## config.mk

```make
export PLATFORM = sky130hd
export DESIGN_NAME = power_subsys_top
export DESIGN_NICKNAME = d
export VERILOG_FILES = /design/src/logic/pwr_pkg.sv /design/src/logic/power_subsys_top.sv /design/src/logic/switch_ack_delay.sv /design/src/logic/domain_power_fsm.sv /design/src/logic/pwr_ctrl_regs.sv
export SDC_FILE = /design/constraint.sdc
export NUM_CORES = 1
export LEC_CHECK = 0
export ABC_AREA = 1
export BUFFER_PORTS_ARGS = -buffer_cell sky130_fd_sc_hd__clkbuf_2
export CAP_MARGIN = 15
export CORE_MARGIN = 2
export CORE_UTILIZATION = 48
export DETAILED_ROUTE_END_ITERATION = 8
export MAX_ROUTING_LAYER = met4
export PLACE_DENSITY = 0.75
export SYNTH_ARGS = -nofsm -noshare
export SYNTH_HDL_FRONTEND = slang
export SYNTH_SLANG_ARGS = --single-unit
export TNS_END_PERCENT = 30
```

## constraint.sdc

```tcl
create_clock -name clk_i -period 1.1 [get_ports clk_i]
set_input_delay 0.055 -clock clk_i [delete_from_list [all_inputs] [get_ports clk_i]]
set_output_delay 0.055 -clock clk_i [all_outputs]
set_load 0.03 [all_outputs]
```

## src/logic/pwr_pkg.sv

```systemverilog
// ******************************
// Power controller package
// Bus widths, register map and sequencer states
// ******************************

`default_nettype none

package pwr_pkg;

  // Register bus widths
  localparam int ADDR_W = 8;
  localparam int DATA_W = 32;

  // Busy bits in the status word start here
  localparam int MAX_DOMAINS = 8;

  // Register offsets
  typedef enum logic [ADDR_W-1:0] {
    REG_CTRL   = 8'h00,
    REG_STATUS = 8'h04,
    REG_INTR   = 8'h08
  } reg_addr_e;

  // Sequencer states for one external domain
  typedef enum logic [2:0] {
    ST_ON,
    ST_ISOLATE,
    ST_SWITCH_OFF,
    ST_OFF,
    ST_SWITCH_ON,
    ST_RELEASE
  } pwr_state_e;

endpackage

`default_nettype wire
```

## src/logic/power_subsys_top.sv

```systemverilog
// ******************************
// Power subsystem top
// Registers, domain sequencers and switch cell model
// ******************************

`timescale 1ns/1ps
`default_nettype none

module power_subsys_top #(
  parameter int NUM_DOMAINS        = 4,
  parameter int SWITCH_ACK_LATENCY = 15
) (
  input  logic                       clk_i,
  input  logic                       rst_n_i,
  input  logic                       reg_req_i,
  input  logic                       reg_we_i,
  input  logic [pwr_pkg::ADDR_W-1:0] reg_addr_i,
  input  logic [pwr_pkg::DATA_W-1:0] reg_wdata_i,
  output logic                       reg_rvalid_o,
  output logic [pwr_pkg::DATA_W-1:0] reg_rdata_o,
  output logic                       reg_error_o,
  output logic [NUM_DOMAINS-1:0]     switch_n_o,
  output logic [NUM_DOMAINS-1:0]     iso_n_o,
  output logic [NUM_DOMAINS-1:0]     dom_rst_n_o,
  output logic                       intr_o
);

  logic [NUM_DOMAINS-1:0] off_req;
  logic [NUM_DOMAINS-1:0] is_off;
  logic [NUM_DOMAINS-1:0] busy;
  logic [NUM_DOMAINS-1:0] done;
  logic [NUM_DOMAINS-1:0] switch_ack_n;

  pwr_ctrl_regs #(
    .NUM_DOMAINS(NUM_DOMAINS)
  ) pwr_ctrl_regs_i (
    .clk_i       (clk_i),
    .rst_n_i     (rst_n_i),
    .reg_req_i   (reg_req_i),
    .reg_we_i    (reg_we_i),
    .reg_addr_i  (reg_addr_i),
    .reg_wdata_i (reg_wdata_i),
    .is_off_i    (is_off),
    .busy_i      (busy),
    .done_i      (done),
    .reg_rvalid_o(reg_rvalid_o),
    .reg_rdata_o (reg_rdata_o),
    .reg_error_o (reg_error_o),
    .off_req_o   (off_req),
    .intr_o      (intr_o)
  );

  // One sequencer per external domain
  for (genvar d = 0; d < NUM_DOMAINS; d++) begin : gen_domain
    domain_power_fsm domain_power_fsm_i (
      .clk_i         (clk_i),
      .rst_n_i       (rst_n_i),
      .off_req_i     (off_req[d]),
      .switch_ack_n_i(switch_ack_n[d]),
      .switch_n_o    (switch_n_o[d]),
      .iso_n_o       (iso_n_o[d]),
      .dom_rst_n_o   (dom_rst_n_o[d]),
      .is_off_o      (is_off[d]),
      .busy_o        (busy[d]),
      .done_o        (done[d])
    );
  end

  switch_ack_delay #(
    .NUM_DOMAINS       (NUM_DOMAINS),
    .SWITCH_ACK_LATENCY(SWITCH_ACK_LATENCY)
  ) switch_ack_delay_i (
    .clk_i         (clk_i),
    .rst_n_i       (rst_n_i),
    .switch_n_i    (switch_n_o),
    .switch_ack_n_o(switch_ack_n)
  );

endmodule

`default_nettype wire

```

## src/logic/switch_ack_delay.sv

```systemverilog
// ******************************
// Switch cell model
// Delays each switch request into its acknowledge
// ******************************

`timescale 1ns/1ps
`default_nettype none

module switch_ack_delay #(
  parameter int NUM_DOMAINS        = 4,
  parameter int SWITCH_ACK_LATENCY = 15
) (
  input  logic                   clk_i,
  input  logic                   rst_n_i,
  input  logic [NUM_DOMAINS-1:0] switch_n_i,
  output logic [NUM_DOMAINS-1:0] switch_ack_n_o
);

  logic [NUM_DOMAINS-1:0] stage_q [SWITCH_ACK_LATENCY];

  always_ff @(posedge clk_i) begin
    if (!rst_n_i) begin
      // All cells start acknowledged on
      for (int i = 0; i < SWITCH_ACK_LATENCY; i++) begin
        stage_q[i] <= '0;
      end
    end else begin
      stage_q[0] <= switch_n_i;
      for (int i = 1; i < SWITCH_ACK_LATENCY; i++) begin
        stage_q[i] <= stage_q[i-1];
      end
    end
  end

  assign switch_ack_n_o = stage_q[SWITCH_ACK_LATENCY-1];

endmodule

`default_nettype wire

```

## src/logic/domain_power_fsm.sv

```systemverilog
// ******************************
// Domain power sequencer
// Orders isolation, reset and switch for one domain
// ******************************

`timescale 1ns/1ps
`default_nettype none

module domain_power_fsm (
  input  logic clk_i,
  input  logic rst_n_i,
  input  logic off_req_i,
  input  logic switch_ack_n_i,
  output logic switch_n_o,
  output logic iso_n_o,
  output logic dom_rst_n_o,
  output logic is_off_o,
  output logic busy_o,
  output logic done_o
);

  pwr_pkg::pwr_state_e state_q;
  pwr_pkg::pwr_state_e state_d;

  logic switch_n_q;
  logic iso_n_q;
  logic dom_rst_n_q;
  logic is_off_q;
  logic busy_q;
  logic done_q;

  // Requests are only looked at in the two stable states
  always_comb begin
    state_d = state_q;
    case (state_q)
      pwr_pkg::ST_ON:         if (off_req_i) state_d = pwr_pkg::ST_ISOLATE;
      pwr_pkg::ST_ISOLATE:    state_d = pwr_pkg::ST_SWITCH_OFF;
      pwr_pkg::ST_SWITCH_OFF: if (switch_ack_n_i) state_d = pwr_pkg::ST_OFF;
      pwr_pkg::ST_OFF:        if (!off_req_i) state_d = pwr_pkg::ST_SWITCH_ON;
      pwr_pkg::ST_SWITCH_ON:  if (!switch_ack_n_i) state_d = pwr_pkg::ST_RELEASE;
      pwr_pkg::ST_RELEASE:    state_d = pwr_pkg::ST_ON;
      default:                state_d = pwr_pkg::ST_ON;
    endcase
  end

  // Outputs follow the state being entered
  always_ff @(posedge clk_i) begin
    if (!rst_n_i) begin
      state_q     <= pwr_pkg::ST_ON;
      switch_n_q  <= 1'b0;
      iso_n_q     <= 1'b1;
      dom_rst_n_q <= 1'b1;
      is_off_q    <= 1'b0;
      busy_q      <= 1'b0;
      done_q      <= 1'b0;
    end else begin
      state_q     <= state_d;
      switch_n_q  <= (state_d == pwr_pkg::ST_SWITCH_OFF) || (state_d == pwr_pkg::ST_OFF);
      iso_n_q     <= (state_d == pwr_pkg::ST_ON);
      dom_rst_n_q <= (state_d == pwr_pkg::ST_ON) || (state_d == pwr_pkg::ST_ISOLATE) ||
                     (state_d == pwr_pkg::ST_RELEASE);
      is_off_q    <= (state_d == pwr_pkg::ST_OFF);
      busy_q      <= (state_d != pwr_pkg::ST_ON) && (state_d != pwr_pkg::ST_OFF);
      done_q      <= ((state_d == pwr_pkg::ST_OFF) && (state_q != pwr_pkg::ST_OFF)) ||
                     ((state_d == pwr_pkg::ST_ON) && (state_q == pwr_pkg::ST_RELEASE));
    end
  end

  assign switch_n_o  = switch_n_q;
  assign iso_n_o     = iso_n_q;
  assign dom_rst_n_o = dom_rst_n_q;
  assign is_off_o    = is_off_q;
  assign busy_o      = busy_q;
  assign done_o      = done_q;

endmodule

`default_nettype wire

```

## src/logic/pwr_ctrl_regs.sv

```systemverilog
// ******************************
// Power controller registers
// Decodes the host bus, holds control and sticky interrupt bits
// ******************************

`timescale 1ns/1ps
`default_nettype none

module pwr_ctrl_regs #(
  parameter int NUM_DOMAINS = 4
) (
  input  logic                        clk_i,
  input  logic                        rst_n_i,
  input  logic                        reg_req_i,
  input  logic                        reg_we_i,
  input  logic [pwr_pkg::ADDR_W-1:0]  reg_addr_i,
  input  logic [pwr_pkg::DATA_W-1:0]  reg_wdata_i,
  input  logic [NUM_DOMAINS-1:0]      is_off_i,
  input  logic [NUM_DOMAINS-1:0]      busy_i,
  input  logic [NUM_DOMAINS-1:0]      done_i,
  output logic                        reg_rvalid_o,
  output logic [pwr_pkg::DATA_W-1:0]  reg_rdata_o,
  output logic                        reg_error_o,
  output logic [NUM_DOMAINS-1:0]      off_req_o,
  output logic                        intr_o
);

  logic                       hit_ctrl;
  logic                       hit_status;
  logic                       hit_intr;
  logic                       access_err;
  logic                       ctrl_we;
  logic [NUM_DOMAINS-1:0]     intr_clr;
  logic [NUM_DOMAINS-1:0]     intr_d;
  logic [pwr_pkg::DATA_W-1:0] status_word;
  logic [pwr_pkg::DATA_W-1:0] read_data;

  logic [NUM_DOMAINS-1:0]     ctrl_q;
  logic [NUM_DOMAINS-1:0]     intr_q;
  logic                       intr_out_q;
  logic                       rvalid_q;
  logic                       error_q;
  logic [pwr_pkg::DATA_W-1:0] rdata_q;

  always_comb begin
    hit_ctrl   = 1'b0;
    hit_status = 1'b0;
    hit_intr   = 1'b0;
    case (reg_addr_i)
      pwr_pkg::REG_CTRL:   hit_ctrl = 1'b1;
      pwr_pkg::REG_STATUS: hit_status = 1'b1;
      pwr_pkg::REG_INTR:   hit_intr = 1'b1;
      default: ;
    endcase
  end

  // Status is read-only, so a write there is treated as unmapped
  assign access_err = reg_we_i ? !(hit_ctrl || hit_intr)
                               : !(hit_ctrl || hit_status || hit_intr);

  assign ctrl_we  = reg_req_i && reg_we_i && hit_ctrl;
  assign intr_clr = (reg_req_i && reg_we_i && hit_intr) ?
                    reg_wdata_i[NUM_DOMAINS-1:0] : '0;

  // Set wins over a clear in the same cycle
  assign intr_d = (intr_q & ~intr_clr) | done_i;

  always_comb begin
    status_word = '0;
    status_word[NUM_DOMAINS-1:0] = is_off_i;
    status_word[pwr_pkg::MAX_DOMAINS +: NUM_DOMAINS] = busy_i;
  end

  always_comb begin
    read_data = '0;
    if (hit_ctrl) begin
      read_data[NUM_DOMAINS-1:0] = ctrl_q;
    end else if (hit_status) begin
      read_data = status_word;
    end else if (hit_intr) begin
      read_data[NUM_DOMAINS-1:0] = intr_q;
    end
  end

  always_ff @(posedge clk_i) begin
    if (!rst_n_i) begin
      ctrl_q     <= '0;
      intr_q     <= '0;
      intr_out_q <= 1'b0;
      rvalid_q   <= 1'b0;
      error_q    <= 1'b0;
    end else begin
      if (ctrl_we) begin
        ctrl_q <= reg_wdata_i[NUM_DOMAINS-1:0];
      end
      intr_q     <= intr_d;
      intr_out_q <= |intr_d;
      rvalid_q   <= reg_req_i;
      error_q    <= reg_req_i && access_err;
    end
  end

  // Writes and errors return zero data
  always_ff @(posedge clk_i) begin
    rdata_q <= (reg_req_i && !reg_we_i && !access_err) ? read_data : '0;
  end

  assign reg_rvalid_o = rvalid_q;
  assign reg_rdata_o  = rdata_q;
  assign reg_error_o  = error_q;
  assign off_req_o    = ctrl_q;
  assign intr_o       = intr_out_q;

endmodule

`default_nettype wire

```

==> metrics.md <==
| Metric | Value |
|---|---|
| Critical path cell sequence | `inv_2, nand2_2, nand2_2, nand3_4, nand2_2, inv_2, a31o_4, nor2_2` |
| Hold path depth | `6` |
| DR WL/cell | `12.50 µm` |
| # nets final | `625` |
| First-pass GRT wire length | `13500 µm` |
| Initial Util | `around 50%` |
| Clk root buf | `clkbuf_8` |
| Post-synth cell types | `35` |
| Slack of the critical path | `-0.1134 ns` |
| Unrepaired setup endpoints after global routing | `yes` |
| Clock Sinks | `115` |
| Diode count | `0` |
| Row cnt | `33` |
| Final wirelength | `8727 µm` |
| PnR Total Power | `around 10 mW` |
| Top post-synthesis cells by area | `dfxtp_1 55%, nand2_1 9.7%, inv_1 8.7%` |
| Crit-path most repeated cell | `nand2_2` |
| Num CTS Buffers | `17` |
| Placed cell areas | `0.004429 mm²` |
| Mapped Cells | `500` |
| Global route overflow | `0` |
| Synth Area per Inst | `8.333 µm²` |
| PD cells | `roughly 1800 mW/mm²` |
| Max_cap viols | `0` |
| Worst Skew | `~0.0088 ns` |
| Synth top area share | `55.26%` |
| Clock latency on the worst-skew pair | `just over 0.5 ns` |
| Peak supply drop | `0.001204 V` |
| Max-slew violation count | `0` |
| Post-Syn Area | `0.004166 mm²` |
| Width of the die | `slightly below 100 µm` |
| Core area | `roughly 0.0083 mm²` |
| Synth warnings | `0` |
| Overall routing resource usage | `about 18%` |
| Die height | `97.17 µm` |
| CTS tree | `built` |
| Gpl congestion | `approximately 0.8` |
| Initial antenna violation count | `0` |
| Setup Total Neg Slack | `-0.9032 ns` |
| Leakage Power | `2.895 nW` |
| Crit path DAT | `1.66 ns` |
| Crit. End Element | `flip-flop` |
| Status | `finished with violations` |
| Fmax | `824.1 MHz` |
| Synth-to-layout area growth | `33.57%` |
| Final setup vio count | `17` |
| Largest net degree at the start of global routing | `68` |
| Vias in the first global route | `about 3100` |
| Vias after detailed routing | `3200` |
| Failing checks | `negative setup slack` |
| Pre-CTS setup slack | `-0.09526 ns` |
| Post-layout instance area | `0.005565 mm²` |
| Drt first-iter violations | `approximately 170` |
| Final hold viol count | `0` |
| Req. time, crit path | `1.55 ns` |
| Minimum clock period | `1.213 ns` |
| Worst min path class | `input pin to flip-flop` |
| Flops & latches, synth | `approximately 120` |
| Area leader, netlist | `dfxtp_1` |
| Synth top cells by count | `115 x dfxtp_1, 108 x nand2_1, 97 x inv_1, 36 x buf_4, 36 x nor2_1` |
| Clock Pin Slew Worst Setup and Hold Paths | `about 0.06 ns` |
| H-tree depth | `4` |
| Hold_ws | `a little over 0.04 ns` |
| Most common cell in the synthesized netlist | `dfxtp_1` |
| DRT Pass-1 Iters | `5` |
| HPWL after DPL | `4378 µm` |
| Critical Path Fanout Max | `4` |
| Worst Reg-to-Reg Cells | `8` |
| Crit path kind | `flip-flop to flip-flop` |
| Ports | `91` |
| Drt drc | `0` |
| Via-to-Cell Ratio | `4.585` |
| Port Buffers | `38` |
| Part of the cycle the worst path needs | `110.3%` |
| Startpoint types | `flip-flop` |
| Die area | `0.009441 mm²` |
| Clock Path Buffers | `2` |
| EDFF count, synth | `0` |
| Slowest cell on the critical path | `dfxtp_4` |
| Ys flop type | `dfxtp_1` |
| Largest stage delay on the critical path | `about 0.37 ns` |
| Async S/R FF share, synth | `0%` |
| ANT nets after route | `0` |
| Layout cell share with drive strength beyond 1 | `35.58%` |
| Post-synthesis sequential area ratio | `55.26%` |
==> cell families after synthesis <==
kind of cell | synth area share [%]
compound gates | 6.367
buf+inv | 17.15
flops | 55.26
other cells | 0.09000
simple gates | 21.14
==> power breakdown <==
| part | total [mW] | internal (mW) | switching [mW] | leakage (nW) |
|---|---|---|---|---|
| Sequential | 4.16 | 4.16 | 0.00178 | 0.936 |
| Combinational | 0.319 | 0.0804 | 0.239 | 1.67 |
| Clock | 5.27 | 3.46 | 1.81 | 0.291 |
| Total | 9.75 | 7.70 | 2.05 | 2.90 |
==> stage by stage <==
step,instances,util (%)
2_1_floorplan,523,-
3_3_place_gp,639,53.37
3_5_place_dp,639,53.37
4_1_cts,688,63.92
5_1_grt,698,67.06
6_report,698,67.06
==> metal layers <==
| metal | vias to the layer above | share of wire, % | GRT usage [%] |
|---|---|---|---|
| met5 | - | 0 | - |
| met4 | 0 | 3.4 | 9.967 |
| met3 | 29 | 5.0 | 6.115 |
| met2 | 121 | 52 | 30.82 |
| met1 | 1453 | 40 | 19.26 |
| li1 | 1597 | - | - |
==> worst max-delay path, delay by kind of cell, from the launching register on <==
kind,cells,cell delay [ns]
DFF,1,0.37
AOI/OAI and AO/OA,1,0.22
and+or+nand+nor,5,0.44
buffers and inverters,2,0.12
==> repair_timing <==
| item | CTS | global route |
|---|---|---|
| hold buffers | 10 | 0 |
| setup endpoints to repair | 25 | 47 |
| hold endpoints to repair | 21 | 0 |
| pin swaps | 9 | 22 |
| buffers inserted | 8 | 10 |
| gates resized for setup | 55 | 88 |
==> layout by cell type (no fill, tap or decap), types with 3 or more instances in the layout <==
cell type	count
bufinv_16	3
nor2_1	26
clkbuf_8	5
nor2_4	8
nor3_1	3
nand2_1	95
buf_2	6
clkbuf_2	16
dlygate4sd3_1	10
conb_1	24
nand4_1	3
a21oi_1	14
o21ai_4	3
inv_2	16
buf_6	3
nand2_4	5
o21ai_1	6
dfxtp_4	6
dfxtp_1	99
nor2_2	15
clkbuf_16	16
clkinv_2	8
nand2_2	12
o21ai_2	8
dfxtp_2	10
nor3_2	5
nand3_1	10
clkbuf_4	3
buf_4	42
inv_1	85
==> sequential cells by signal, indices dropped and copies added, names as in the netlist <==
name / flops
pwr_ctrl_regs_i.reg_rvalid_o: 1
pwr_ctrl_regs_i.reg_rdata_o: 8
gen_domain.domain_power_fsm_i.state_q: 12
gen_domain.domain_power_fsm_i.busy_o: 4
pwr_ctrl_regs_i.off_req_o: 4
gen_domain.domain_power_fsm_i.switch_n_o: 4
gen_domain.domain_power_fsm_i.done_o: 4
gen_domain.domain_power_fsm_i.is_off_o: 4
pwr_ctrl_regs_i.reg_error_o: 1
pwr_ctrl_regs_i.intr_o: 1
gen_domain.domain_power_fsm_i.iso_n_o: 4
switch_ack_delay_i.stage_q: 60
pwr_ctrl_regs_i.intr_q: 4
gen_domain.domain_power_fsm_i.dom_rst_n_o: 4
==> layout make-up <==
class | count | area (µm²)
multi-input combinational | 256 | 1444
timing repair buffer | 86 | 678.2
sequential | 115 | 2337
fill | 576 | 2734
clock buffer | 19 | 431.7
inverter | 105 | 404.1
tap | 105 | 131.4
clock inverter | 12 | 138.9
==> final timing paths <==
path	from	end	slack, ns
max	gen_domain[0].domain_power_fsm_i.state_q[0]	gen_domain[0].domain_power_fsm_i.busy_o	-0.11
min	reg_addr_i[2]	pwr_ctrl_regs_i.reg_error_o	0.04
max reg2reg	gen_domain[0].domain_power_fsm_i.state_q[0]	gen_domain[0].domain_power_fsm_i.busy_o	-0.11
min reg2reg	switch_ack_delay_i.stage_q[1][9]	switch_ack_delay_i.stage_q[1][13]	0.41
(Power assumes the default switching activity.)
